File: src/mips_pkg.sv
package mips_pkg;

    localparam int WORD_W     = 32;
    localparam int REG_ADDR_W = 5;
    localparam int IMM_W      = 16;
    localparam int JUMP_W     = 26;

    // Major opcodes, instr[31:26]
    typedef enum logic [5:0] {
        OP_RTYPE = 6'd0,
        OP_J     = 6'd2,
        OP_BEQ   = 6'd4,
        OP_ADDIU = 6'd9,
        OP_LW    = 6'd35,
        OP_SW    = 6'd43,
        OP_HALT  = 6'd63
    } opcode_e;

    // R-type funct field, instr[5:0]
    typedef enum logic [5:0] {
        F_ADDU = 6'd33,
        F_SUBU = 6'd35,
        F_AND  = 6'd36,
        F_OR   = 6'd37,
        F_SLT  = 6'd42
    } funct_e;

    typedef enum logic [2:0] {
        ALU_ADD,
        ALU_SUB,
        ALU_AND,
        ALU_OR,
        ALU_SLT
    } alu_op_e;

    // Operand source in EX
    typedef enum logic [1:0] {
        FWD_REG,
        FWD_MEM,
        FWD_WB
    } fwd_sel_e;

    typedef struct packed {
        logic    reg_write;
        logic    mem_read;
        logic    mem_write;
        logic    branch;
        logic    alu_src_imm;
        logic    dst_is_rd;
        logic    halt;
        alu_op_e alu_op;
    } ctrl_t;

endpackage

File: src/mips_pipe_if.sv
`timescale 1ns/100ps

// ID/EX stage register contents
interface id_ex_if;
    logic                              valid;
    mips_pkg::ctrl_t                   ctrl;
    logic [mips_pkg::WORD_W-1:0]       pc4;
    logic [mips_pkg::WORD_W-1:0]       rs_data;
    logic [mips_pkg::WORD_W-1:0]       rt_data;
    logic [mips_pkg::WORD_W-1:0]       imm;
    logic [mips_pkg::REG_ADDR_W-1:0]   rs;
    logic [mips_pkg::REG_ADDR_W-1:0]   rt;
    logic [mips_pkg::REG_ADDR_W-1:0]   dst_reg;

    modport src (output valid, ctrl, pc4, rs_data, rt_data, imm, rs, rt, dst_reg);
    modport dst (input valid, ctrl, pc4, rs_data, rt_data, imm, rs, rt, dst_reg);
endinterface


// MEM-stage result for forwarding, WB-stage register-file write
interface wb_if;
    logic                              mem_reg_write;
    logic [mips_pkg::REG_ADDR_W-1:0]   mem_dst;
    logic [mips_pkg::WORD_W-1:0]       mem_alu_result;
    logic                              wb_we;
    logic [mips_pkg::REG_ADDR_W-1:0]   wb_addr;
    logic [mips_pkg::WORD_W-1:0]       wb_data;

    modport src (output mem_reg_write, mem_dst, mem_alu_result, wb_we, wb_addr, wb_data);
    modport dst (input mem_reg_write, mem_dst, mem_alu_result, wb_we, wb_addr, wb_data);
endinterface

File: src/mips_decode.sv
`timescale 1ns/100ps

module mips_decode (
    input  logic                              i_clk,
    input  logic                              i_arst_n,
    input  logic                              i_advance,
    input  logic [mips_pkg::WORD_W-1:0]       i_instr,
    input  logic [mips_pkg::WORD_W-1:0]       i_pc4,
    input  logic                              i_valid,
    input  logic                              i_br_taken,
    input  logic [mips_pkg::REG_ADDR_W-1:0]   i_dbg_reg_addr,
    wb_if.dst                                 wb,
    id_ex_if.src                              id_ex,
    output logic                              o_stall,
    output logic                              o_jmp_taken,
    output logic [mips_pkg::WORD_W-1:0]       o_jmp_target,
    output logic [mips_pkg::WORD_W-1:0]       o_dbg_reg_data
);
    localparam int W  = mips_pkg::WORD_W;
    localparam int RA = mips_pkg::REG_ADDR_W;
    localparam int IW = mips_pkg::IMM_W;
    localparam int JW = mips_pkg::JUMP_W;

    logic [W-1:0]      regs [2**RA];
    mips_pkg::opcode_e opcode;
    mips_pkg::funct_e  funct;
    mips_pkg::ctrl_t   ctrl;
    logic [RA-1:0]     rs;
    logic [RA-1:0]     rt;
    logic [RA-1:0]     rd;
    logic [W-1:0]      imm_ext;
    logic              uses_rt;
    logic              load_use;

    // Write-through read, r0 is hardwired to zero
    function automatic logic [W-1:0] read_reg(input logic [RA-1:0] addr);
        if (addr == '0) begin
            return '0;
        end
        if (wb.wb_we && wb.wb_addr == addr) begin
            return wb.wb_data;
        end
        return regs[addr];
    endfunction

    assign opcode  = mips_pkg::opcode_e'(i_instr[31:26]);
    assign funct   = mips_pkg::funct_e'(i_instr[5:0]);
    assign rs      = i_instr[25:21];
    assign rt      = i_instr[20:16];
    assign rd      = i_instr[15:11];
    assign imm_ext = {{(W-IW){i_instr[IW-1]}}, i_instr[IW-1:0]};

    always_comb begin
        ctrl = '0;
        case (opcode)
            mips_pkg::OP_RTYPE: begin
                ctrl.reg_write = 1'b1;
                ctrl.dst_is_rd = 1'b1;
                case (funct)
                    mips_pkg::F_ADDU: ctrl.alu_op = mips_pkg::ALU_ADD;
                    mips_pkg::F_SUBU: ctrl.alu_op = mips_pkg::ALU_SUB;
                    mips_pkg::F_AND:  ctrl.alu_op = mips_pkg::ALU_AND;
                    mips_pkg::F_OR:   ctrl.alu_op = mips_pkg::ALU_OR;
                    mips_pkg::F_SLT:  ctrl.alu_op = mips_pkg::ALU_SLT;
                    default:          ctrl.reg_write = 1'b0;
                endcase
            end
            mips_pkg::OP_ADDIU: begin
                ctrl.reg_write   = 1'b1;
                ctrl.alu_src_imm = 1'b1;
            end
            mips_pkg::OP_LW: begin
                ctrl.reg_write   = 1'b1;
                ctrl.mem_read    = 1'b1;
                ctrl.alu_src_imm = 1'b1;
            end
            mips_pkg::OP_SW: begin
                ctrl.mem_write   = 1'b1;
                ctrl.alu_src_imm = 1'b1;
            end
            mips_pkg::OP_BEQ: begin
                ctrl.branch = 1'b1;
                ctrl.alu_op = mips_pkg::ALU_SUB;
            end
            mips_pkg::OP_HALT: ctrl.halt = 1'b1;
            default:           ctrl = '0;
        endcase
    end

    // Load in EX feeding this instruction
    assign uses_rt  = opcode inside {mips_pkg::OP_RTYPE, mips_pkg::OP_SW, mips_pkg::OP_BEQ};
    assign load_use = id_ex.valid && id_ex.ctrl.mem_read && id_ex.dst_reg != '0
                      && (id_ex.dst_reg == rs || (uses_rt && id_ex.dst_reg == rt));

    assign o_jmp_taken    = i_valid && opcode == mips_pkg::OP_J;
    assign o_jmp_target   = {i_pc4[W-1:JW+2], i_instr[JW-1:0], 2'b00};
    assign o_stall        = i_valid && !o_jmp_taken && load_use;
    assign o_dbg_reg_data = read_reg(i_dbg_reg_addr);

    always_ff @(posedge i_clk or negedge i_arst_n) begin
        if (!i_arst_n) begin
            for (int i = 0; i < 2**RA; i++) begin
                regs[i] <= '0;
            end
        end else if (i_advance && wb.wb_we && wb.wb_addr != '0) begin
            regs[wb.wb_addr] <= wb.wb_data;
        end
    end

    // Bubble on stall, taken branch or empty IF/ID
    always_ff @(posedge i_clk or negedge i_arst_n) begin
        if (!i_arst_n) begin
            id_ex.valid <= 1'b0;
            id_ex.ctrl  <= '0;
        end else if (i_advance) begin
            if (i_valid && !o_stall && !i_br_taken) begin
                id_ex.valid <= 1'b1;
                id_ex.ctrl  <= ctrl;
            end else begin
                id_ex.valid <= 1'b0;
                id_ex.ctrl  <= '0;
            end
        end
    end

    always_ff @(posedge i_clk) begin
        if (i_advance) begin
            id_ex.pc4     <= i_pc4;
            id_ex.rs_data <= read_reg(rs);
            id_ex.rt_data <= read_reg(rt);
            id_ex.imm     <= imm_ext;
            id_ex.rs      <= rs;
            id_ex.rt      <= rt;
            id_ex.dst_reg <= ctrl.dst_is_rd ? rd : rt;
        end
    end

    // A load-use stall lasts exactly one advancing edge
    a_stall_one_edge: assert property (
        @(posedge i_clk) disable iff (!i_arst_n) (o_stall && i_advance) |=> !o_stall
    );

endmodule

File: src/flat_wrapper.sv
// flat-port wrapper written by rule: the top's interface ports become plain ports
module mips_decode_flat 
  (i_clk, i_arst_n, i_advance, i_instr, i_pc4, i_valid, i_br_taken, i_dbg_reg_addr, o_stall, o_jmp_taken, o_jmp_target, o_dbg_reg_data, wb_mem_reg_write, wb_mem_dst, wb_mem_alu_result, wb_wb_we, wb_wb_addr, wb_wb_data, id_ex_valid, id_ex_ctrl, id_ex_pc4, id_ex_rs_data, id_ex_rt_data, id_ex_imm, id_ex_rs, id_ex_rt, id_ex_dst_reg);
  wb_if wb_i ();
  id_ex_if id_ex_i ();
  input  logic i_clk;
  input  logic i_arst_n;
  input  logic i_advance;
  input  logic [mips_pkg::WORD_W-1:0] i_instr;
  input  logic [mips_pkg::WORD_W-1:0] i_pc4;
  input  logic i_valid;
  input  logic i_br_taken;
  input  logic [mips_pkg::REG_ADDR_W-1:0] i_dbg_reg_addr;
  output logic o_stall;
  output logic o_jmp_taken;
  output logic [mips_pkg::WORD_W-1:0] o_jmp_target;
  output logic [mips_pkg::WORD_W-1:0] o_dbg_reg_data;
  input wire logic [$bits(wb_i.mem_reg_write)-1:0] wb_mem_reg_write;
  input wire logic [$bits(wb_i.mem_dst)-1:0] wb_mem_dst;
  input wire logic [$bits(wb_i.mem_alu_result)-1:0] wb_mem_alu_result;
  input wire logic [$bits(wb_i.wb_we)-1:0] wb_wb_we;
  input wire logic [$bits(wb_i.wb_addr)-1:0] wb_wb_addr;
  input wire logic [$bits(wb_i.wb_data)-1:0] wb_wb_data;
  output wire logic [$bits(id_ex_i.valid)-1:0] id_ex_valid;
  output wire logic [$bits(id_ex_i.ctrl)-1:0] id_ex_ctrl;
  output wire logic [$bits(id_ex_i.pc4)-1:0] id_ex_pc4;
  output wire logic [$bits(id_ex_i.rs_data)-1:0] id_ex_rs_data;
  output wire logic [$bits(id_ex_i.rt_data)-1:0] id_ex_rt_data;
  output wire logic [$bits(id_ex_i.imm)-1:0] id_ex_imm;
  output wire logic [$bits(id_ex_i.rs)-1:0] id_ex_rs;
  output wire logic [$bits(id_ex_i.rt)-1:0] id_ex_rt;
  output wire logic [$bits(id_ex_i.dst_reg)-1:0] id_ex_dst_reg;
  assign wb_i.mem_reg_write = wb_mem_reg_write;
  assign wb_i.mem_dst = wb_mem_dst;
  assign wb_i.mem_alu_result = wb_mem_alu_result;
  assign wb_i.wb_we = wb_wb_we;
  assign wb_i.wb_addr = wb_wb_addr;
  assign wb_i.wb_data = wb_wb_data;
  assign id_ex_valid = id_ex_i.valid;
  assign id_ex_ctrl = id_ex_i.ctrl;
  assign id_ex_pc4 = id_ex_i.pc4;
  assign id_ex_rs_data = id_ex_i.rs_data;
  assign id_ex_rt_data = id_ex_i.rt_data;
  assign id_ex_imm = id_ex_i.imm;
  assign id_ex_rs = id_ex_i.rs;
  assign id_ex_rt = id_ex_i.rt;
  assign id_ex_dst_reg = id_ex_i.dst_reg;
  mips_decode u_core (.i_clk(i_clk), .i_arst_n(i_arst_n), .i_advance(i_advance), .i_instr(i_instr), .i_pc4(i_pc4), .i_valid(i_valid), .i_br_taken(i_br_taken), .i_dbg_reg_addr(i_dbg_reg_addr), .wb(wb_i), .id_ex(id_ex_i), .o_stall(o_stall), .o_jmp_taken(o_jmp_taken), .o_jmp_target(o_jmp_target), .o_dbg_reg_data(o_dbg_reg_data));
endmodule
File: config.mk
export PLATFORM = sky130hd
export DESIGN_NAME = mips_decode_flat
export DESIGN_NICKNAME = d
export VERILOG_FILES = /design/src/mips_pkg.sv /design/src/mips_pipe_if.sv /design/src/mips_decode.sv /design/src/flat_wrapper.sv
export SDC_FILE = /design/constraint.sdc
export NUM_CORES = 2
export LEC_CHECK = 0
export BUFFER_PORTS_ARGS = -buffer_cell sky130_fd_sc_hd__buf_2
export CORE_ASPECT_RATIO = 0.6
export CORE_MARGIN = 10
export CORE_UTILIZATION = 55
export CTS_CLUSTER_SIZE = 24
export DETAILED_ROUTE_END_ITERATION = 6
export PLACE_DENSITY = 0.85
export SKIP_LAST_GASP = 1
export SYNTH_ARGS = -nofsm -noshare
export SYNTH_HDL_FRONTEND = slang
export SYNTH_SLANG_ARGS = --single-unit
File: constraint.sdc
create_clock -name i_clk -period 3.4 [get_ports i_clk]
set_clock_uncertainty 0.2 [all_clocks]
set_input_delay 0.17 -clock i_clk [delete_from_list [all_inputs] [get_ports i_clk]]
set_output_delay 0.17 -clock i_clk [all_outputs]
set_load 0.05 [all_outputs]
Yosys cells after proc, flatten, opt, wreduce, memory -nomap -nowiden
Cells that the tools add are included.

word-level totals
  input bits = 150
  flip-flop bits (word level) = 1162
  output and inout bits = 220
  logic and storage cells = 152

operators by class
  bitwise gates (word level) = 4
  reduce and logical (&&, ||, !) cells = 29
  equal/unequal tests = 16
  $lt $le $gt $ge = 5
  multiplexer cells = 50

operator list
  operator                                                                count
  1024-bit bitwise mux                                                    1
  32-bit two-way mux                                                      19
  32-bit binary-select mux with 5-bit select                              3
  32-bit demux with 5-bit select                                          1
  6-bit equality test (second input constant)                             8
  5-bit equality test                                                     5
  6-bit >= comparator (second input constant)                             4
  5-bit inverter with 6-bit output                                        4
  1-bit two-way mux                                                       21
  1-bit logical AND                                                       15
  5-bit logical NOT                                                       3
  3-bit one-hot mux with 4 select lines                                   1
  10-bit two-way mux                                                      1
  5-bit nonzero test                                                      2
  6-bit by 2-bit equality test with 1-bit output (second input constant)  1
  6-bit by 3-bit equality test with 1-bit output (second input constant)  1
  6-bit by 4-bit equality test with 1-bit output (second input constant)  1
  6-bit logical NOT                                                       1
  6-bit by 1-bit < comparator with 1-bit output (second input constant)   1
  3-bit one-hot mux with 2 select lines                                   1
  5-bit two-way mux                                                       1
  5-bit OR reduction                                                      1
  1-bit logical NOT                                                       3
  3-bit nonzero test                                                      1
  other kinds (4)                                                         4

Depth between registers and ports, before layout
  depth in word-level cells = 10
  depth in mapped cells = 10
  mapped depth without buffers = 5

Worst setup path after synthesis
No wires, ideal clock.

  path kind = input port to output port
  start = in i_dbg_reg_addr[0] (netlist name)
  end = out o_dbg_reg_data[30] (netlist name)
  buffers on the path = 4
  stages = 9
  arrival = 2.205 ns
  data required time = 3.030 ns
  path slack = 0.825 ns
  path through = buf_4 > buf_6 > buf_6 > buf_6 > mux2i_1 > a221o_1 > nor3_1 > nor2_1 > a21oi_1

on the way
  word-level cells in the longest chain between the ends = 6
  elaborated cells between the ends (all ways) = 13

RTL lines
  element                                                                                               line                                  text
  start, declared                                                                                       flat_wrapper.sv:13                    input logic [mips_pkg::REG_ADDR_W-1:0] i_dbg_reg_addr;
  5-bit inverter with 6-bit output (not written as such) / 5-bit equality test (equally long branches)  mips_decode.sv:43, mips_decode.sv:40
  32-bit binary-select mux with 5-bit select / 1-bit logical AND (equally long branches)                mips_decode.sv:43, mips_decode.sv:40
  32-bit two-way mux (not written as such) / 1-bit two-way mux (equally long branches) (2 in series)    mips_decode.sv:43, mips_decode.sv:40
  32-bit two-way mux                                                                                    mips_decode.sv:43                     return regs[addr];
  32-bit two-way mux (*)                                                                                mips_decode.sv:40                     if (wb.wb_we && wb.wb_addr == addr) begin
  end, declared                                                                                         flat_wrapper.sv:17                    output logic [mips_pkg::WORD_W-1:0] o_dbg_reg_data;

Mark *: on every way between the ends. The rest lies on a longest branch, timed or not. The select of a mux whose other input is x is not followed.

Worst setup path in the final report
  start = in wb_wb_addr[1]
  end = out o_dbg_reg_data[8] (netlist name)

on the way
  word-level cells in the longest chain between the ends = 6
  elaborated cells between the ends (all ways) = 7

RTL lines
  element                          line                text
  start, declared                  flat_wrapper.sv:22  input wire logic [$bits(wb_i.wb_addr)-1:0] wb_wb_addr;
  5-bit equality test (*)          mips_decode.sv:40
  1-bit logical AND (*)            mips_decode.sv:40
  1-bit two-way mux (2 in series)  mips_decode.sv:40
  32-bit two-way mux (*)           mips_decode.sv:43
  32-bit two-way mux (*)           mips_decode.sv:40

Marked as above.

==> impl.org <==
** Critical path
- Delay-heaviest family, CP :: buffers and inverters
- Most used cell, CP :: sky130_fd_sc_hd__buf_12
- The critical path in this run is classified as primary input to output pin.
- The number of buffers and inverters on the critical path is 4.
- Data on the critical path arrives at its endpoint at 3020 ps.
- Critical path data required time :: 3030 ps
- Critical path endpoint category :: output pin
- CP startpoint kind :: primary input
- The critical path goes through dlygate4sd3_1 > buf_2 > xnor2_1 > nand4_1 > or2_2 > a21oi_2 > buf_12 > a221o_1 > buf_12.
- Maximum cell stage delay along the critical path :: 530 ps
- Worst reg2reg path depth :: 8
- Largest fanout on the critical path :: 18
- The slowest stage of the critical path is the sky130_fd_sc_hd__dlygate4sd3_1 cell.
- Total number of cells along the worst setup path :: 9

** STA
- Measured against its own limit, the worst slew margin works out to 0.126.
- Count of endpoints failing setup in the final report :: 0
- Setup total negative slack :: 0 ps
- Derived from the worst setup path, the maximum achievable clock frequency is 295 MHz.
- Final critical path time including I/O delays and setup :: 3390 ps
- Transition time at the pin with the least slew margin :: 1310 ps
- The final-report hold violation count was 0.
- Post-Route Hold Slack :: 23.9 ps
- Setup repair after global routing missed its margin :: true
- Max Slew Vio Count :: 0
- Post-route worst setup slack :: 9.26 ps
- Final period util :: 0.997

** GRT
- After global routing the overflow that remains totals 0.
- Number of global-route vias before repair :: 52500
- Global routing usage summed across all routing layers :: 0.358
- Initial antenna violation count :: 10
- The first global-routing pass estimated 367000 um of wire.
- Pin count of the biggest net entering global routing :: 117

** Synth
- Ys flop type :: sky130_fd_sc_hd__dfrtp_1
- Combinational family with the most area after synthesis :: multiplexers
- Of the total synthesized cell area, the portion taken by XOR and XNOR cells is 0.00336.
- Distinct cell type count of the synthesized netlist :: 62
- Register area share after synthesis :: 0.438
- Cell area after technology mapping :: 67900 um^2
- Number of enable flip-flop cells after synthesis :: 127
- Async set-or-reset flop fraction in the synthesized netlist :: 0.891
- Yosys warning count :: 0
- Proportion of synthesized area in mux cells :: 0.419
- FF+latch count, synth :: 1162
- Number of instances in the synthesized netlist :: 4689
- Share of synthesized cell area in and, or, nand and nor gates :: 0.0191
- Mean post-synth cell area :: 14.5 um^2
- Synth Area in Adders :: 0
- Post-synthesis compound-gate area fraction :: 0.0765

** Run
- Across the run, the number of max-cap violations was 0.

** Clock tree
- In this run the clock root is driven by a sky130_fd_sc_hd__clkbuf_16.
- At the later pin of the worst-skew pair, clock insertion delay measures 760 ps.
- Clock Pin Slew Worst Setup and Hold Paths :: 70 ps
- Counting along the longest clock path gives a buffer depth of 3.
- TritonCTS created 109 clock buffers.
- CTS tree :: done
- The H-tree was split into 3 levels.
- CTS saw 1162 sinks.

** Placed design
- In this run the tool buffered the top-level ports with 329 buffer cells.
- At the placement stage, the worst setup path has a slack of 223 ps.
- Dpl hpwl :: 158000 um
- Instance area after placement :: 72600 um^2
- Routability-driven placement finished with a final weighted congestion of 0.939.

** Drt
- In the final routed layout, each cell accounts on average for 38.1 um.
- Violation count after the first detailed-route iteration :: 9780
- The pre-antenna-repair detailed-routing pass consisted of 7 iterations.
- After detailed routing, the number of remaining DRC violations is 0.
- The routed layout has 52200 vias.
- Final WL :: 255000 um
- Via-to-Cell Ratio :: 7.80
- Once detail routing completed, the nets flagged for antenna violations numbered 0.

** Cells and area
- After routing the design area is 78200 um^2.
- Layout area overhead :: 15.2%
- Post-route core utilization :: 0.641
- In the final layout, the share of cells above drive strength 1 is 0.494.
- Nets :: 5132
- Leading cell type in the layout, fill and taps excluded :: sky130_fd_sc_hd__dfrtp_1
- Top library cells by usage in the layout, fill and taps aside :: 1035 x sky130_fd_sc_hd__dfrtp_1, 1003 x sky130_fd_sc_hd__mux2_2, 619 x sky130_fd_sc_hd__mux4_2
- Counting flops per register, the top entry is u_core.regs.
- Max reg flops :: 1024

** Floorplan
- The total area inside the core boundary comes to 122000 um^2.
- Vertical extent of the die :: 292 um
- Die extent in x :: 473 um
- For this configuration, the core starts out at a cell density of 0.556.
- Area of the die :: 138000 um^2
- Number of core rows :: 99
- In this run the count of I/O pins placed on the die edge is 370.

** Power and ir drop
- The analysis attributes to cell leakage a power of 33.6 nW.
- VDD sags by at most 502 uV.
- Power spread over the standard cell area amounts to 507 nW/um^2.

** Status
- Outcome :: complete, no violations

** Worst hold path
- The path class of the tightest hold or removal check is primary input to flip-flop.
- The worst hold path passes through 2 cells.
synth_stat cells, types with 23 or more instances:
cell type | count | area share
sky130_fd_sc_hd__dfrtp_1 | 1035 | 0.38
sky130_fd_sc_hd__mux2_2 | 1003 | 0.17
sky130_fd_sc_hd__mux4_2 | 619 | 0.21
sky130_fd_sc_hd__mux2i_1 | 322 | 0.047
sky130_fd_sc_hd__clkbuf_1 | 264 | 0.015
sky130_fd_sc_hd__a22oi_1 | 195 | 0.022
sky130_fd_sc_hd__buf_2 | 172 | 0.013
sky130_fd_sc_hd__a21oi_1 | 131 | 0.0097
sky130_fd_sc_hd__edfxtp_1 | 127 | 0.056
sky130_fd_sc_hd__nand2_1 | 96 | 0.0053
sky130_fd_sc_hd__buf_4 | 84 | 0.0093
sky130_fd_sc_hd__o22ai_1 | 71 | 0.0065
sky130_fd_sc_hd__o221ai_1 | 67 | 0.0086
sky130_fd_sc_hd__a22o_1 | 63 | 0.0081
sky130_fd_sc_hd__nor2_1 | 56 | 0.0031
sky130_fd_sc_hd__buf_1 | 46 | 0.0025
sky130_fd_sc_hd__nand3_1 | 43 | 0.0032
sky130_fd_sc_hd__a32o_1 | 31 | 0.0046
sky130_fd_sc_hd__buf_6 | 24 | 0.0040
sky130_fd_sc_hd__a2111oi_2 | 23 | 0.0051
area by class of cell:
class	instances	area [um^2]
Fill cell	8218	43800
Clock inverter	51	588
Clock buffer	155	3230
Sequential cell	1162	29700
Tap cell	1616	2020
Multi-Input combinational cell	2924	35500
Antenna cell	6	15.0
Timing Repair Buffer	771	7060
Inverter	14	52.6
worst register-to-register path, cell delays in order (launching register included):
cell and delay, ps:
sky130_fd_sc_hd__edfxtp_1 470, sky130_fd_sc_hd__xor2_1 180, sky130_fd_sc_hd__nor4_1 300, sky130_fd_sc_hd__nand3_1 110, sky130_fd_sc_hd__a211oi_1 240, sky130_fd_sc_hd__buf_4 220, sky130_fd_sc_hd__dlygate4sd3_1 680, sky130_fd_sc_hd__o22ai_1 120
sky130_fd_sc_hd__dlygate4sd3_1 590
routing by layer:
metal / GRT usage / up-vias / routed length, um
li1: - / 19200 / -
met1: 0.449 / 26500 / 87100
met2: 0.484 / 5253 / 104000
met3: 0.200 / 1269 / 46200
met4: 0.200 / 10 / 17300
met5: 0.00555 / - / 116
cells by family (layout without fill, tap and decap cells):
family	count (synthesis)	count (layout)
buffers and inverters	604	991
multiplexers	1944	1944
AND/OR/NAND/NOR	271	271
AO/OA/AOI/OAI	681	681
other	1	8
flip-flops	1162	1162
XOR/XNOR	26	26
final timing paths:
check	start	end	slack (ps)
max	wb_wb_addr[1]	o_dbg_reg_data[8]	9
min	i_instr[2]	u_core.id_ex.imm[2]	20
max reg2reg	u_core.id_ex.dst_reg[4]	u_core.id_ex.ctrl[2]	170
min reg2reg	u_core.regs[1021]	u_core.regs[1021]	220
max in group asynchronous	i_arst_n	u_core.regs[694]	2180
min in group asynchronous	i_arst_n	u_core.regs[747]	160
power breakdown:
group	internal, mW	leakage, nW	switching, mW
registers	15.7	15.1	1.78
clock network	7.47	1.88	5.83
logic	4.37	16.6	4.43
total	27.6	33.6	12.0
through the flow:
| step | total power, mW | cells |
|---|---|---|
| floorplan | 23.0 | 4690 |
| global placement | 25.5 | 6320 |
| detailed placement | 26.0 | 6320 |
| CTS | 39.3 | 6692 |
| global route | 40.7 | 6695 |
| finish | 39.6 | 6699 |
timing repair:
action / CTS / global route
resized for setup: 0 / 6
setup endpoints to repair: 0 / 2
hold buffers: 166 / 0
buffers inserted: 0 / 0
endpoints found under the hold margin: 2088 / 0
(Power assumes the default switching activity.)
