## config.mk

```make
export PLATFORM = sky130hd
export DESIGN_NAME = mips_execute_flat
export DESIGN_NICKNAME = d
export VERILOG_FILES = /design/src/mips_pkg.sv /design/src/mips_pipe_if.sv /design/src/mips_execute.sv /design/src/flat_wrapper.sv
export SDC_FILE = /design/constraint.sdc
export NUM_CORES = 1
export LEC_CHECK = 0
export ABC_CLOCK_PERIOD_IN_PS = 16400
export BUFFER_PORTS_ARGS = -buffer_cell sky130_fd_sc_hd__buf_2
export CAP_MARGIN = 25
export CELL_PAD_IN_SITES_DETAIL_PLACEMENT = 1
export CELL_PAD_IN_SITES_GLOBAL_PLACEMENT = 1
export CORE_MARGIN = 10
export CORE_UTILIZATION = 38
export CTS_CLUSTER_DIAMETER = 100
export DETAILED_ROUTE_END_ITERATION = 12
export PLACE_DENSITY_LB_ADDON = 0.1
export SLEW_MARGIN = 20
export SYNTH_ARGS = -nofsm -noshare
export SYNTH_HDL_FRONTEND = slang
export SYNTH_SLANG_ARGS = --single-unit
```

## constraint.sdc

```tcl
create_clock -name i_clk -period 16.4 [get_ports i_clk]
set_input_delay 4.92 -clock i_clk [delete_from_list [all_inputs] [get_ports i_clk]]
set_output_delay 4.92 -clock i_clk [all_outputs]
set_load 0.02 [all_outputs]
```

## src/mips_pkg.sv

```systemverilog
package mips_pkg;

    localparam int WORD_W     = 32;
    localparam int REG_ADDR_W = 5;
    localparam int IMM_W      = 16;
    localparam int JUMP_W     = 26;

    // Major opcodes, instr[31:26]
    typedef enum logic [5:0] {
        OP_RTYPE = 6'd0,
        OP_J     = 6'd2,
        OP_BEQ   = 6'd4,
        OP_ADDIU = 6'd9,
        OP_LW    = 6'd35,
        OP_SW    = 6'd43,
        OP_HALT  = 6'd63
    } opcode_e;

    // R-type funct field, instr[5:0]
    typedef enum logic [5:0] {
        F_ADDU = 6'd33,
        F_SUBU = 6'd35,
        F_AND  = 6'd36,
        F_OR   = 6'd37,
        F_SLT  = 6'd42
    } funct_e;

    typedef enum logic [2:0] {
        ALU_ADD,
        ALU_SUB,
        ALU_AND,
        ALU_OR,
        ALU_SLT
    } alu_op_e;

    // Operand source in EX
    typedef enum logic [1:0] {
        FWD_REG,
        FWD_MEM,
        FWD_WB
    } fwd_sel_e;

    typedef struct packed {
        logic    reg_write;
        logic    mem_read;
        logic    mem_write;
        logic    branch;
        logic    alu_src_imm;
        logic    dst_is_rd;
        logic    halt;
        alu_op_e alu_op;
    } ctrl_t;

endpackage

```

## src/mips_pipe_if.sv

```systemverilog
`timescale 1ns/100ps

// ID/EX stage register contents
interface id_ex_if;
    logic                              valid;
    mips_pkg::ctrl_t                   ctrl;
    logic [mips_pkg::WORD_W-1:0]       pc4;
    logic [mips_pkg::WORD_W-1:0]       rs_data;
    logic [mips_pkg::WORD_W-1:0]       rt_data;
    logic [mips_pkg::WORD_W-1:0]       imm;
    logic [mips_pkg::REG_ADDR_W-1:0]   rs;
    logic [mips_pkg::REG_ADDR_W-1:0]   rt;
    logic [mips_pkg::REG_ADDR_W-1:0]   dst_reg;

    modport src (output valid, ctrl, pc4, rs_data, rt_data, imm, rs, rt, dst_reg);
    modport dst (input valid, ctrl, pc4, rs_data, rt_data, imm, rs, rt, dst_reg);
endinterface

// EX/MEM stage register contents
interface ex_mem_if;
    logic                              valid;
    mips_pkg::ctrl_t                   ctrl;
    logic [mips_pkg::WORD_W-1:0]       alu_result;
    logic [mips_pkg::WORD_W-1:0]       store_data;
    logic [mips_pkg::REG_ADDR_W-1:0]   dst_reg;

    modport src (output valid, ctrl, alu_result, store_data, dst_reg);
    modport dst (input valid, ctrl, alu_result, store_data, dst_reg);
endinterface

// MEM-stage result for forwarding, WB-stage register-file write
interface wb_if;
    logic                              mem_reg_write;
    logic [mips_pkg::REG_ADDR_W-1:0]   mem_dst;
    logic [mips_pkg::WORD_W-1:0]       mem_alu_result;
    logic                              wb_we;
    logic [mips_pkg::REG_ADDR_W-1:0]   wb_addr;
    logic [mips_pkg::WORD_W-1:0]       wb_data;

    modport src (output mem_reg_write, mem_dst, mem_alu_result, wb_we, wb_addr, wb_data);
    modport dst (input mem_reg_write, mem_dst, mem_alu_result, wb_we, wb_addr, wb_data);
endinterface

```

## src/mips_execute.sv

```systemverilog
`timescale 1ns/100ps

module mips_execute (
    input  logic                          i_clk,
    input  logic                          i_arst_n,
    input  logic                          i_advance,
    id_ex_if.dst                          id_ex,
    wb_if.dst                             wb,
    ex_mem_if.src                         ex_mem,
    output logic                          o_br_taken,
    output logic [mips_pkg::WORD_W-1:0]   o_br_target
);
    localparam int W  = mips_pkg::WORD_W;
    localparam int RA = mips_pkg::REG_ADDR_W;

    mips_pkg::fwd_sel_e sel_a;
    mips_pkg::fwd_sel_e sel_b;
    logic [W-1:0]       fwd_a;
    logic [W-1:0]       fwd_b;
    logic [W-1:0]       op_b;
    logic [W-1:0]       alu_res;

    // Youngest producer wins
    function automatic mips_pkg::fwd_sel_e pick_src(input logic [RA-1:0] r);
        if (r != '0 && wb.mem_reg_write && wb.mem_dst == r) begin
            return mips_pkg::FWD_MEM;
        end
        if (r != '0 && wb.wb_we && wb.wb_addr == r) begin
            return mips_pkg::FWD_WB;
        end
        return mips_pkg::FWD_REG;
    endfunction

    function automatic logic [W-1:0] fwd_value(input mips_pkg::fwd_sel_e sel,
                                               input logic [W-1:0] reg_val);
        case (sel)
            mips_pkg::FWD_MEM: return wb.mem_alu_result;
            mips_pkg::FWD_WB:  return wb.wb_data;
            default:           return reg_val;
        endcase
    endfunction

    assign sel_a = pick_src(id_ex.rs);
    assign sel_b = pick_src(id_ex.rt);
    assign fwd_a = fwd_value(sel_a, id_ex.rs_data);
    assign fwd_b = fwd_value(sel_b, id_ex.rt_data);
    assign op_b  = id_ex.ctrl.alu_src_imm ? id_ex.imm : fwd_b;

    always_comb begin
        alu_res = '0;
        case (id_ex.ctrl.alu_op)
            mips_pkg::ALU_ADD: alu_res = fwd_a + op_b;
            mips_pkg::ALU_SUB: alu_res = fwd_a - op_b;
            mips_pkg::ALU_AND: alu_res = fwd_a & op_b;
            mips_pkg::ALU_OR:  alu_res = fwd_a | op_b;
            mips_pkg::ALU_SLT: alu_res[0] = $signed(fwd_a) < $signed(op_b);
            default:           alu_res = '0;
        endcase
    end

    // BEQ compares through the subtractor
    assign o_br_taken  = id_ex.valid && id_ex.ctrl.branch && alu_res == '0;
    assign o_br_target = id_ex.pc4 + {id_ex.imm[W-3:0], 2'b00};

    always_ff @(posedge i_clk or negedge i_arst_n) begin
        if (!i_arst_n) begin
            ex_mem.valid <= 1'b0;
            ex_mem.ctrl  <= '0;
        end else if (i_advance) begin
            ex_mem.valid <= id_ex.valid;
            ex_mem.ctrl  <= id_ex.ctrl;
        end
    end

    always_ff @(posedge i_clk) begin
        if (i_advance) begin
            ex_mem.alu_result <= alu_res;
            ex_mem.store_data <= fwd_b;
            ex_mem.dst_reg    <= id_ex.dst_reg;
        end
    end

    // Taken branch leaves a bubble behind it in ID/EX
    a_branch_flush: assert property (
        @(posedge i_clk) disable iff (!i_arst_n) (o_br_taken && i_advance) |=> !id_ex.valid
    );

endmodule

```

## src/flat_wrapper.sv

```systemverilog
// flat-port wrapper written by rule: the top's interface ports become plain ports
module mips_execute_flat 
  (i_clk, i_arst_n, i_advance, o_br_taken, o_br_target, id_ex_valid, id_ex_ctrl, id_ex_pc4, id_ex_rs_data, id_ex_rt_data, id_ex_imm, id_ex_rs, id_ex_rt, id_ex_dst_reg, wb_mem_reg_write, wb_mem_dst, wb_mem_alu_result, wb_wb_we, wb_wb_addr, wb_wb_data, ex_mem_valid, ex_mem_ctrl, ex_mem_alu_result, ex_mem_store_data, ex_mem_dst_reg);
  id_ex_if id_ex_i ();
  wb_if wb_i ();
  ex_mem_if ex_mem_i ();
  input  logic i_clk;
  input  logic i_arst_n;
  input  logic i_advance;
  output logic o_br_taken;
  output logic [mips_pkg::WORD_W-1:0] o_br_target;
  input wire logic [$bits(id_ex_i.valid)-1:0] id_ex_valid;
  input wire logic [$bits(id_ex_i.ctrl)-1:0] id_ex_ctrl;
  input wire logic [$bits(id_ex_i.pc4)-1:0] id_ex_pc4;
  input wire logic [$bits(id_ex_i.rs_data)-1:0] id_ex_rs_data;
  input wire logic [$bits(id_ex_i.rt_data)-1:0] id_ex_rt_data;
  input wire logic [$bits(id_ex_i.imm)-1:0] id_ex_imm;
  input wire logic [$bits(id_ex_i.rs)-1:0] id_ex_rs;
  input wire logic [$bits(id_ex_i.rt)-1:0] id_ex_rt;
  input wire logic [$bits(id_ex_i.dst_reg)-1:0] id_ex_dst_reg;
  input wire logic [$bits(wb_i.mem_reg_write)-1:0] wb_mem_reg_write;
  input wire logic [$bits(wb_i.mem_dst)-1:0] wb_mem_dst;
  input wire logic [$bits(wb_i.mem_alu_result)-1:0] wb_mem_alu_result;
  input wire logic [$bits(wb_i.wb_we)-1:0] wb_wb_we;
  input wire logic [$bits(wb_i.wb_addr)-1:0] wb_wb_addr;
  input wire logic [$bits(wb_i.wb_data)-1:0] wb_wb_data;
  output wire logic [$bits(ex_mem_i.valid)-1:0] ex_mem_valid;
  output wire logic [$bits(ex_mem_i.ctrl)-1:0] ex_mem_ctrl;
  output wire logic [$bits(ex_mem_i.alu_result)-1:0] ex_mem_alu_result;
  output wire logic [$bits(ex_mem_i.store_data)-1:0] ex_mem_store_data;
  output wire logic [$bits(ex_mem_i.dst_reg)-1:0] ex_mem_dst_reg;
  assign id_ex_i.valid = id_ex_valid;
  assign id_ex_i.ctrl = id_ex_ctrl;
  assign id_ex_i.pc4 = id_ex_pc4;
  assign id_ex_i.rs_data = id_ex_rs_data;
  assign id_ex_i.rt_data = id_ex_rt_data;
  assign id_ex_i.imm = id_ex_imm;
  assign id_ex_i.rs = id_ex_rs;
  assign id_ex_i.rt = id_ex_rt;
  assign id_ex_i.dst_reg = id_ex_dst_reg;
  assign wb_i.mem_reg_write = wb_mem_reg_write;
  assign wb_i.mem_dst = wb_mem_dst;
  assign wb_i.mem_alu_result = wb_mem_alu_result;
  assign wb_i.wb_we = wb_wb_we;
  assign wb_i.wb_addr = wb_wb_addr;
  assign wb_i.wb_data = wb_wb_data;
  assign ex_mem_valid = ex_mem_i.valid;
  assign ex_mem_ctrl = ex_mem_i.ctrl;
  assign ex_mem_alu_result = ex_mem_i.alu_result;
  assign ex_mem_store_data = ex_mem_i.store_data;
  assign ex_mem_dst_reg = ex_mem_i.dst_reg;
  mips_execute u_core (.i_clk(i_clk), .i_arst_n(i_arst_n), .i_advance(i_advance), .id_ex(id_ex_i), .wb(wb_i), .ex_mem(ex_mem_i), .o_br_taken(o_br_taken), .o_br_target(o_br_target));
endmodule
```

Word level (Yosys, flattened, before mapping)
Index checks and enable logic that the tools add are counted.

Register bits after elaboration: 80. Input bits: 233. Output and inout bits: 113. Word-level logic and storage cells: 63.

Add/sub/neg operators: 3. $lt $le $gt $ge: 1. Equality and inequality tests: 12. Muxes and demuxes: 19. Bitwise gates (word level): 2. Reduce and logical (&&, ||, !) cells: 14.

Operators by type and width (number): $pmux W32 S2 (2); $pmux W31 S4 (1); $add A32 B32 Y32 (2); $and A32 B32 Y32 (1); $logic_not A32 Y1 (1); $lt A32 B32 Y1 (1); $mux W32 (1); $or A32 B32 Y32 (1); $sub A32 B32 Y32 (1); $eq A5 B5 Y1 (4); $mux W2 (8); $logic_and A1 B1 Y1 (10); $reduce_bool A5 Y1 (2); $eq A3 B2 Y1 const B (2); $mux W1 (6); $pmux W1 S5 (1); $eq A2 B1 Y1 const B (2); $eq A2 B2 Y1 const B (2); $eq A3 B1 Y1 const B (1); $eq A3 B3 Y1 const B (1); $logic_not A3 Y1 (1).

Depth between registers and ports, before layout
Gate-level depths: netlist of the first run.

Word-level depth: 14. Mapped depth: 21. Depth with buffers taken out: 20.

Least setup slack after synthesis of the first run
Ideal clock, no wire load.

Path type: input to output. From: input id_ex_rt[0]. To: output o_br_taken. Data arrival time: 11356 ps. Data required time: 11480 ps. Slack: 124 ps. Stages: 19. Buffers on the path: 1. Cells stage by stage: xnor2_1 nand4_1 nor4_1 clkbuf_1 mux2i_1 o21ai_0 mux2i_1 ha_1 nor2b_1 o21ai_0 mux2_2 a2111o_1 or4b_1 or4_1 or4_1 or4_1 or4_1 or4_1 nor4_1.

Longest elaborated chain between the ends: 14. Elaborated cells on any way between the ends: 26. Those cells by class: 2 x add/sub; 1 x order compare; 4 x eq/ne; 10 x mux; 2 x bitwise; 7 x reduce/logical.

Ends and longest elaborated chain: start: declaration (RTL line flat_wrapper.sv:19) `input wire logic [$bits(id_ex_i.rt)-1:0] id_ex_rt;`; $reduce_bool A5 Y1 (RTL line mips_execute.sv:25, mips_execute.sv:28); $logic_and A1 B1 Y1 (2 in series) (RTL line mips_execute.sv:28) `if (r != '0 && wb.wb_we && wb.wb_addr == r) begin`; $mux W1 (2 in series) (RTL line mips_execute.sv:28); $mux W2 (RTL line mips_execute.sv:31) `return mips_pkg::FWD_REG;`; $mux W2 * (RTL line mips_execute.sv:28); $eq A2 B2 Y1 / $eq A2 B1 Y1 (equally long branches) (RTL line mips_execute.sv:36) `case (sel)`; $pmux W32 S2 * (RTL line mips_execute.sv:36); named net u_core.fwd_b[1] (RTL line mips_execute.sv:19) `logic [W-1:0] fwd_b;`; $mux W32 * (RTL line mips_execute.sv:47) `assign op_b = id_ex.ctrl.alu_src_imm ? id_ex.imm : fwd_b;`; $sub A32 B32 Y32 / $add A32 B32 Y32 (equally long branches) (RTL line mips_execute.sv:53, mips_execute.sv:52); $pmux W31 S4 * (RTL line mips_execute.sv:51) `case (id_ex.ctrl.alu_op)`; named net u_core.alu_res[3] (RTL line mips_execute.sv:21) `logic [W-1:0] alu_res;`; $logic_not A32 Y1 * (RTL line mips_execute.sv:62) `assign o_br_taken = id_ex.valid && id_ex.ctrl.branch && alu_res == '0;`; $logic_and A1 B1 Y1 * (RTL line mips_execute.sv:62); end: declaration (RTL line flat_wrapper.sv:10) `output logic o_br_taken;`.

Mark *: on every way through the listed nets, which the timed path passes. The rest lies on a longest branch. The select of a mux whose other input is x is not followed.

Worst setup path after layout of the first run
From: input wb_wb_addr[0]. To: output o_br_taken.

Longest elaborated chain between the ends: 13. Elaborated cells on any way between the ends: 30. Those cells by class: 2 x add/sub; 1 x order compare; 6 x eq/ne; 15 x mux; 2 x bitwise; 4 x reduce/logical.

Ends and longest elaborated chain: start: declaration (RTL line flat_wrapper.sv:25) `input wire logic [$bits(wb_i.wb_addr)-1:0] wb_wb_addr;`; $eq A5 B5 Y1 (RTL line mips_execute.sv:28); $logic_and A1 B1 Y1 (RTL line mips_execute.sv:28); $mux W1 (2 in series) (RTL line mips_execute.sv:28); $mux W2 (RTL line mips_execute.sv:31); $mux W2 (RTL line mips_execute.sv:28); $eq A2 B2 Y1 / $eq A2 B1 Y1 (equally long branches) (RTL line mips_execute.sv:36); $pmux W32 S2 (RTL line mips_execute.sv:36); $mux W32 (RTL line mips_execute.sv:47); $sub A32 B32 Y32 (tied with other cells) (RTL line mips_execute.sv:53) `mips_pkg::ALU_SUB: alu_res = fwd_a - op_b;`; $pmux W31 S4 * (RTL line mips_execute.sv:51); named net u_core.alu_res[3] (RTL line mips_execute.sv:21); $logic_not A32 Y1 * (RTL line mips_execute.sv:62); $logic_and A1 B1 Y1 * (RTL line mips_execute.sv:62).

Marked as above.

==> results.md, run 1 <==
* Initial core utilization at between 30% and 40%
* Vias per inst at 5.74
* Mapped Cells at 1324
* Via Count at between 10000 and 15000
* Rows at 61
* CTS tree: built
* Status: completed
* Critical Path Sink Type: output port
* Max incr delay on CP at 630 ps
* Final net count at roughly 2000
* Critical path startpoint category: primary input
* Min-delay src: u_core.ex_mem.ctrl[1]
* Synth async-reset ratio at between 10 and 15%
* Slowest cell on crit path: nor4_4
* H-tree levels at 3
* R2R Path End: u_core.ex_mem.valid
* Max Freq at 0.0620 GHz
* Slew HR at 44.0%
* CP max FO at 6
* Final wirelength at 48.7 mm
* Post-place instance area at ~13000 sq um
* Worst-Skew Late Latency at 350 ps
* Register-to-Register Path Depth at 1
* Drt pass-1 iters at 5
* First-pass GRT wire length at 73.4 mm
* Synth Flop Type: edfxtp_1
* DR DRC count at 0
* P_leak at 5.97 nW
* WHS Path Cells at 1
* Worst-path clk slew at 60 ps
* Avg Synthesized Cell Area at 8.16 sq um
* Core box area at 27900 sq um
* GRT overflow at 0
* Final GP Congestion at 0.949
* Final setup viols at 0
* GRT Overall Usage at 26.3%
* Hpwl dp at 40.3 mm
* Number of max-slew violations in the final report at 0
* Most frequent cells in the layout: buf_2 (340), ha_1 (126), nand2_1 (118), o21ai_0 (116), inv_1 (103)
* WP buf/inv at 5
* Delay-heaviest family, CP: simple AND/OR/NAND/NOR gates
* Syn Nets at 1689
* DIE HEIGHT at ~190 microns
* Share of layout cells above drive strength 1 at 29.1%
* Worst setup path class: in -> out
* CTS buffer count at 9
* Clock Skew at 0 ps
* Sequential-to-total area share from yosys stat at 21.7%
* Yosys Warn Count at 0
* Post-synth EDFFs at 69
* IO Port Bufs at roughly 340
* Number of synthesized register bits at 80
* Die area at 35600 sq um
* Worst slew pin tran at 837 ps
* Root Buffer: clkbuf_16
* RSZ-0062 raised after global routing: no
* Design Power at 0.986 mW
* Largest regs: u_core.ex_mem.alu_result: 32 flops, u_core.ex_mem.store_data: 32 flops, u_core.ex_mem.ctrl: 10 flops
* VDD IR-drop max at 0.0453 mV
* Largest net degree at the start of global routing at 65
* Area growth, synth to finish at 25.3%
* Worst R2R Setup Slack at 15650 ps
* Final Hold Violating Endpoints at 0
* DIE WIDTH at roughly 190 microns
* Worst Hold Class: reg -> reg
* Sink Count at 80
* Worst Path Required at 11480 ps
* Max cap viols at 0
* Crit share post-route at 98.4%
* Average wire per standard cell at around 24 microns
* Arrival time of the worst setup path at 11210 ps
* Final period demand of the worst path at 16130 ps
* Cell chain of the critical path: buf_2, buf_4, xor2_1, nor4_4, buf_4, mux2i_1, o21ai_0, ha_1, inv_1, nor3_1, mux2_2, a2111o_1, or4b_1, or4_1, or4_4, or4_1, or4_4, or4_4, nor4_4, buf_4
* Starting DRT DRC Count at 707
* Vias in the first global route at 12491
* Hold EP: u_core.ex_mem.ctrl[1]
* Power density over the cells at between 70 and 80 nW/um^2
* Number of hold buffers added after cts at 0
* Mapped cell area at 10800 sq um
* Post-route ant nets at 0
* IO Count at 346
* Clock Path Buffers at 2
* Reg2reg start: u_core.ex_mem.valid
* Commonest non-fill, non-tap cell in the layout: buf_2
* Antenna violations before repair at 10
* Post-layout instance area at 13500 sq um
* Synth cell types at 77
==> timing repair <==
action,4_1_cts,5_1_grt
pin swaps,0,10
gates cloned,0,0
endpoints found under the setup margin,1,1
setup buffers,0,4
resized for setup,3,32
==> worst max-delay path by stage <==
stage / from / endpoint / slack, ps / cells past startpoint
after CTS: wb_wb_addr[0] / o_br_taken / 60 / 20
after global placement: id_ex_rt[0] / o_br_taken / -210 / 21
after global routing: id_ex_rt[4] / o_br_taken / 40 / 24
after floorplan: id_ex_rt[0] / o_br_taken / 120 / 19
after detailed placement: wb_wb_addr[0] / o_br_taken / -230 / 20
final: wb_wb_addr[0] / o_br_taken / 270 / 20
==> cells in the mapped netlist (5+ instances only) <==
library cell	count	share of area, %
nor4_1	16	0.93
a31oi_1	11	0.64
nand2_1	118	4.1
o31ai_1	15	1.0
o211ai_1	16	1.1
mux2i_1	74	6.9
nand2b_1	18	1.0
nor2_1	78	2.7
buf_4	5	0.35
o21ai_0	122	5.7
or2_2	6	0.35
or3_1	11	0.64
a2111oi_0	6	0.49
a21o_1	18	1.3
dfrtp_1	11	2.5
buf_2	6	0.28
edfxtp_1	69	19
and3_1	11	0.64
xnor2_1	41	3.3
a211o_1	10	0.81
o31a_1	6	0.49
ha_1	129	15
nor3b_1	6	0.42
xor2_1	19	1.5
nor2b_1	11	0.64
clkbuf_1	53	1.8
inv_1	103	3.6
o22ai_1	15	0.87
o311ai_0	7	0.57
nand3_1	21	0.97
nand4_1	17	0.98
or4_1	12	0.83
a211oi_1	16	1.1
o21bai_1	14	0.97
nor3_1	26	1.2
o21a_1	14	0.97
a21oi_1	76	3.5
and2_1	9	0.52
mux2_2	40	4.2
==> area by class of cell <==
class / instances / area [sq um]
tap: 378 / 473
clock inverter: 5 / 30.0
multi-input combinational: 1072 / 7920
timing repair buffer: 389 / 2090
clock buffer: 11 / 254
fill: 3577 / 14400
inverter: 104 / 390
sequential: 80 / 2350
antenna: 10 / 25.0
==> cell families (layout without fill, tap and decap cells) <==
kind of cell | count (synthesis) | in the layout | share of synthesized area [%]
AO/OA/AOI/OAI | 395 | 395 | 23.7
AND/OR/NAND/NOR | 370 | 370 | 16.8
buffers and inverters | 172 | 509 | 6.22
adder cells (fa/ha/maj) | 132 | 132 | 15.5
multiplexers | 115 | 115 | 11.2
flip-flops | 80 | 80 | 21.7
XOR/XNOR | 60 | 60 | 4.87
other | 0 | 10 | 0
==> per-layer routing <==
metal	part of all wire, %	track usage, %
met5	0	0
met1	38	27.5
met4	3.0	9.95
met2	54	50.5
met3	4.8	4.84
==> per-stage QoR <==
stage / setup TNS, ps / hold slack, ps / util [%] / cells / setup WS, ps
after CTS: 0 / 504 / 47.9 / 2035 / 56.3
after global placement: -214 / 485 / 46.8 / 2018 / -214
final: 0 / 502 / 48.4 / 2049 / 265
after detailed placement: -231 / 490 / 46.8 / 2019 / -231
after global routing: 0 / 523 / 48.4 / 2049 / 41.9
after floorplan: 0 / 636 / - / 1324 / 124
==> where the power goes <==
group	internal [mW]	total, mW	switching, mW
logic	0.196	0.520	0.324
clock network	0.111	0.210	0.0986
registers	0.249	0.255	0.00655
Power figures use the tool's default switching activity.
==> inputs of run 2 (changes only) <==
--- a/config.mk
+++ b/config.mk
@@ -15,6 +15,7 @@
 export CTS_CLUSTER_DIAMETER = 100
 export DETAILED_ROUTE_END_ITERATION = 12
 export PLACE_DENSITY_LB_ADDON = 0.1
+export RECOVER_POWER = 100
 export SLEW_MARGIN = 20
 export SYNTH_ARGS = -nofsm -noshare
 export SYNTH_HDL_FRONTEND = slang
==> results.md, run 2 (synthesis results as in run 1) <==
* Slew HR at -64.0% (-110 points)
* Max Freq at 0.0619 GHz (about the same)
* Largest net degree at the start of global routing at 65 (unchanged)
* Worst-path clk slew at 60 ps (about the same)
* RSZ-0062 raised after global routing: no
* Dpl ws at -231 ps (unchanged)
* CP max FO at 6 (unchanged)
* Area growth, synth to finish at 23.8%
* Average wire per standard cell at 23.8 microns (+0.25%)
* Vias per inst at 5.71 (-0.52%)
* DR DRC count at 0 (unchanged)
* Worst setup path class: in -> out
* Most frequent cells in the layout: buf_2 (230), ha_1 (127), nand2_1 (118), o21ai_0 (116), clkbuf_1 (116)
* Initial core utilization at 38.7% (unchanged)
* P_leak at 5.65 nW (-5.4%)
* Final wirelength at 48.9 mm (+0.25%)
* Final GP Congestion at 0.949 (unchanged)
* Critical Path Sink Type: output port
* Critical path startpoint category: primary input
* Antenna violations before repair at 10 (unchanged)
* Via Count at 11691 (-0.52%)
* Drt pass-1 iters at 6 (+1)
* Final Hold Violating Endpoints at 0 (unchanged)
* VDD IR-drop max at 0.0454 mV (+0.30%)
* Starting DRT DRC Count at 734 (+3.8%)
* DIE WIDTH at 189 microns (unchanged)
* Share of layout cells above drive strength 1 at 22.1% (-7.0 points)
* GRT overflow at 0 (unchanged)
* Number of max-slew violations in the final report at 83 (+83)
* Vias in the first global route at 12491 (unchanged)
* Worst-Skew Late Latency at 350 ps (about the same)
* Root Buffer: clkbuf_16
* Final net count at 2021 (unchanged)
* Final period demand of the worst path at 16150 ps (+12.1 ps)
* Power density over the cells at 73.1 nW/um^2 (+0.32%)
* Largest regs: u_core.ex_mem.alu_result: 32 flops, u_core.ex_mem.store_data: 32 flops, u_core.ex_mem.ctrl: 10 flops
* Reg2reg start: u_core.ex_mem.valid
* Worst Setup SP: wb_wb_addr[0]
* Hpwl dp at 40.3 mm (unchanged)
* Die area at 35600 sq um (unchanged)
* Core box area at 27900 sq um (unchanged)
* Crit share post-route at 98.5% (about the same)
* Register-to-Register Path Depth at 1 (unchanged)
* CTS buffer count at 9 (unchanged)
* IO Count at 346 (unchanged)
* Clock Path Buffers at 2 (unchanged)
* H-tree levels at 3 (unchanged)
* Status: finished, violations left
* Worst Path Required at 11480 ps (about the same)
* Max cap viols at 2 (+2)
* IO Port Bufs at 341 (unchanged)
* Final setup viols at 0 (unchanged)
* R2R Path End: u_core.ex_mem.valid
* Failing checks: capacitance limit, slew limit
* CTS tree: built
* First-pass GRT wire length at 73.4 mm (unchanged)
* Worst Hold Class: reg -> reg
* Worst R2R Setup Slack at 15640 ps (about the same)
* Commonest non-fill, non-tap cell in the layout: buf_2
* Rows at 61 (unchanged)
* GRT Overall Usage at 26.3% (unchanged)
* Post-route ant nets at 0 (unchanged)
* DIE HEIGHT at 189 microns (unchanged)
* Sink Count at 80 (unchanged)
* Arrival time of the worst setup path at 11230 ps (+20 ps)
* Crit path setup slack, layout at 253 ps (-12.1 ps)
* Clock Skew at 0 ps (unchanged)
* Crit path capture: o_br_taken
* Total Neg Setup Slack at 0 ps (unchanged)
* Worst slew pin tran at 2460 ps (+1620 ps)
[run 2: timing repair]
action                     in CTS  in global routing
setup endpoints to repair       1                  1
resized for setup               3                 32
cloned                          0                  0
hold buffers                    0                  0
buffers inserted                0                  4
pin swaps                       0                 10
[run 2: cell type report]
cell class,count,area (sq um)
repair buffers,389,1930
multi-input cells,1072,7920
clock inverters,5,30.0
flip-flops and latches,80,2350
inverters,104,390
well taps,378,473
fillers,3641,14600
clock buffers,11,254
diodes,10,25.0
[run 2: power by group]
part           leakage (nW)  internal, mW  switching [mW]
logic                  4.71         0.185           0.325
clock network         0.136         0.112          0.0994
registers             0.800         0.249         0.00725
[run 2: stage by stage]
stage / instance area (sq um) / util [%] / hold WS (ps) / cells / power [mW]
after floorplan: 10800 / - / 636 / 1324 / 0.580
after global placement: 13100 / 46.8 / 485 / 2018 / 0.759
after global routing: 13400 / 47.9 / 526 / 2049 / 1.04
final: 13400 / 47.9 / 508 / 2049 / 0.977
after detailed placement: 13100 / 46.8 / 490 / 2019 / 0.767
after CTS: 13400 / 47.9 / 504 / 2035 / 0.979
[run 2: critical path: stages]
cell and delay, ps:
buf_2 120, buf_4 130, xor2_1 180, nor4_4 630, buf_4 280, mux2i_1 80
o21ai_0 470, ha_1 410, inv_1 150, nor3_1 70, mux2_2 290, a2111o_1 380
or4b_1 540, or4_1 430, or4_4 430, or4_1 430, or4_4 520, or4_4 450
nor4_4 140, buf_4 180
[run 2: layer usage]
layer  wire length, microns  GRT usage, %  part of all wire (%)
met1                  18700          27.5                    38
met2                  26400          50.5                    54
met4                   1460          9.95                   3.0
met3                   2320          4.84                   4.8
met5                      0             0                     0
[run 2: worst min path at each step]
stage | start | endpoint | slack [ps] | cells after the start
final | u_core.ex_mem.ctrl[8] | u_core.ex_mem.ctrl[8] | 510 | 1
after global routing | u_core.ex_mem.ctrl[7] | u_core.ex_mem.ctrl[7] | 530 | 1
after CTS | u_core.ex_mem.ctrl[4] | u_core.ex_mem.ctrl[4] | 500 | 1
after detailed placement | u_core.ex_mem.ctrl[4] | u_core.ex_mem.ctrl[4] | 490 | 1
after global placement | u_core.ex_mem.ctrl[4] | u_core.ex_mem.ctrl[4] | 480 | 1
after floorplan | u_core.ex_mem.ctrl[3] | u_core.ex_mem.ctrl[3] | 640 | 1
==> inputs of run 3 (changes only) <==
--- a/config.mk
+++ b/config.mk
@@ -16,6 +16,7 @@
 export DETAILED_ROUTE_END_ITERATION = 12
 export PLACE_DENSITY_LB_ADDON = 0.1
 export RECOVER_POWER = 100
+export REMOVE_ABC_BUFFERS = 1
 export SLEW_MARGIN = 20
 export SYNTH_ARGS = -nofsm -noshare
 export SYNTH_HDL_FRONTEND = slang
==> results.md, run 3 (synthesis results as in run 1) <==
* Status: finished, violations left
* Failing checks: capacitance limit, slew limit
* CTS buffer count at 9 (unchanged)
* Slew HR at -143% (-79 points)
* Register-to-Register Path Depth at 1 (unchanged)
* Critical Path Sink Type: output port
* Worst R2R Setup Slack at 15590 ps (-50 ps)
* # diodes at 0 (-10)
* DIE HEIGHT at 189 microns (unchanged)
* GRT overflow at 0 (unchanged)
* Average wire per standard cell at 21.4 microns (-10%)
* Crit path capture: o_br_taken
* IO Port Bufs at 341 (unchanged)
* Die area at 35600 sq um (unchanged)
* Placed cell count at 2020 (+0.050%)
* VDD IR-drop max at 0.0476 mV (+4.7%)
* Worst Setup SP: id_ex_rs[1]
* Vias in the first global route at 12379 (-0.90%)
* Hpwl dp at 35.6 mm (-12%)
* Initial core utilization at 38.7% (unchanged)
* Area growth, synth to finish at 23.8% (about the same)
* Worst slew pin tran at 3640 ps (+1180 ps)
* DIE WIDTH at 189 microns (unchanged)
* Power density over the cells at 73.9 nW/um^2 (+1.1%)
* Register area at 2350 sq um (unchanged)
* Vias per inst at 5.61 (-1.6%)
* Non-Filler Instances at 2037 (-0.59%)
* Drt pass-1 iters at 5 (-1)
* Core box area at 27900 sq um (unchanged)
* P_leak at 5.65 nW (about the same)
* First-pass GRT wire length at 67.9 mm (-7.5%)
* Crit share post-route at 98.3% (-0.14 points)
* Final wirelength at 43.5 mm (-11%)
* Footprint of the multi-input gates at 7930 sq um (about the same)
* CP max FO at 5 (-1)
* Final period demand of the worst path at 16120 ps (-22.3 ps)
* Worst Path Required at 11480 ps (about the same)
* Final setup viols at 0 (unchanged)
* Largest net degree at the start of global routing at 61 (-6.2%)
* Number of max-slew violations in the final report at 61 (-27%)
* Reg2reg start: u_core.ex_mem.valid
* Share of layout cells above drive strength 1 at 22.4% (+0.33 points)
* Final GP Congestion at 0.938 (-1.1%)
* IO Count at 346 (unchanged)
* Sink Count at 80 (unchanged)
* GRT Overall Usage at 23.4% (-2.9 points)
* R2R Path End: u_core.ex_mem.valid
* Worst-path clk slew at 80 ps (+20 ps)
* RSZ-0062 raised after global routing: no
* H-tree levels at 3 (unchanged)
* Arrival time of the worst setup path at 11200 ps (-30 ps)
* Critical path startpoint category: primary input
* Most frequent cells in the layout: buf_2 (229), ha_1 (124), nand2_1 (118), o21ai_0 (115), clkbuf_1 (114)
* Post-route ant nets at 0 (unchanged)
* Final net count at 2019 (-0.099%)
* Rows at 61 (unchanged)
* Filler Cell Count at 3578 (-1.7%)
* Design Power at 0.988 mW (+1.1%)
* Root Buffer: clkbuf_16
* Starting DRT DRC Count at 447 (-39%)
* Commonest non-fill, non-tap cell in the layout: buf_2
* Worst-Skew Late Latency at 350 ps (about the same)
* DR DRC count at 0 (unchanged)
* Antenna violations before repair at 0 (-10)
* Worst Hold Class: reg -> reg
* Largest regs: u_core.ex_mem.alu_result: 32 flops, u_core.ex_mem.store_data: 32 flops, u_core.ex_mem.ctrl: 10 flops
* Clock Skew at 0 ps (unchanged)
* Max cap viols at 1 (-1)
* WHS at 511 ps (+3.61 ps)
* Max Freq at 0.0620 GHz (+0.14%)
* Post-place instance area at 13100 sq um (about the same)
* Post-layout instance area at 13400 sq um (about the same)
* Via Count at 11437 (-2.2%)
* Clock Path Buffers at 2 (unchanged)
* Final Hold Violating Endpoints at 0 (unchanged)
* Worst setup path class: in -> out
* CTS tree: built
[run 3: cell types whose count changed in the layout (fill, tap and decap cells not counted), sizes merged]
| cell | change |
|---|---|
| clkinvlp | -2 |
| clkbuf | -1 |
| diode | -10 |
| inv | +5 |
| clkinv | -3 |
| buf | -1 |
[run 3: worst min path at each step]
stage                               start               endpoint  slack, ps  cells past startpoint
global route        u_core.ex_mem.ctrl[1]  u_core.ex_mem.ctrl[1]        530                      1
global placement    u_core.ex_mem.ctrl[1]  u_core.ex_mem.ctrl[1]        480                      1
finish              u_core.ex_mem.ctrl[1]  u_core.ex_mem.ctrl[1]        510                      1
floorplan           u_core.ex_mem.ctrl[0]  u_core.ex_mem.ctrl[0]        640                      1
detailed placement  u_core.ex_mem.ctrl[7]  u_core.ex_mem.ctrl[7]        490                      1
CTS                 u_core.ex_mem.ctrl[7]  u_core.ex_mem.ctrl[7]        510                      1
[run 3: final cells by class]
| type | count | share of cell area (%) |
|---|---|---|
| clock buffer | 11 | 2.06 |
| timing repair buffer | 387 | 14.3 |
| clock inverter | 5 | 0.346 |
| sequential | 80 | 17.6 |
| tap | 378 | 3.54 |
| inverter | 104 | 2.92 |
| multi-input combinational | 1072 | 59.3 |
[run 3: what timing repair did]
item,4_1_cts,5_1_grt
gates resized for setup,1,40
endpoints found under the hold margin,0,0
setup endpoints to repair,1,1
hold buffers,0,0
buffers inserted,0,1
pin swaps,0,3
[run 3: metal layers]
layer  track usage, %  wire, microns  vias up  share of wire, %
met3             5.48           2720       49               6.3
met4             5.98            765        0               1.8
met1             27.9          18800     5522                43
li1                 -              -     5528                 -
met5                0              0        -                 0
met2             41.2          21200      338                49
[run 3: stage by stage]
stage,setup WS (ps),setup TNS (ps),utilization [%]
2_1_floorplan,-3590,-3590,-
3_3_place_gp,-347,-347,46.7
3_5_place_dp,-99.2,-99.2,46.8
4_1_cts,4.02,0,48.0
5_1_grt,16.9,0,47.9
6_report,275,0,47.9
[run 3: critical path, cell delays in order]
cell      delay (ps)
buf_2            130
or4_1            560
nor2_2           220
nor4_2            90
buf_4            190
mux2i_1          130
o21ai_0          360
ha_1             330
nor2b_1          170
o21ai_2          150
mux2_2           340
a2111o_1         370
or4b_1           520
or4_1            410
or4_1            420
or4_1            410
or4_1            540
or4_4            540
nor4_2           220
buf_4            180
[run 3: report_power, final]
group	switching [mW]	leakage (nW)	total (mW)	internal, mW
sequential	0.00706	0.800	0.256	0.249
clock	0.106	0.160	0.231	0.125
combinational	0.317	4.69	0.500	0.184
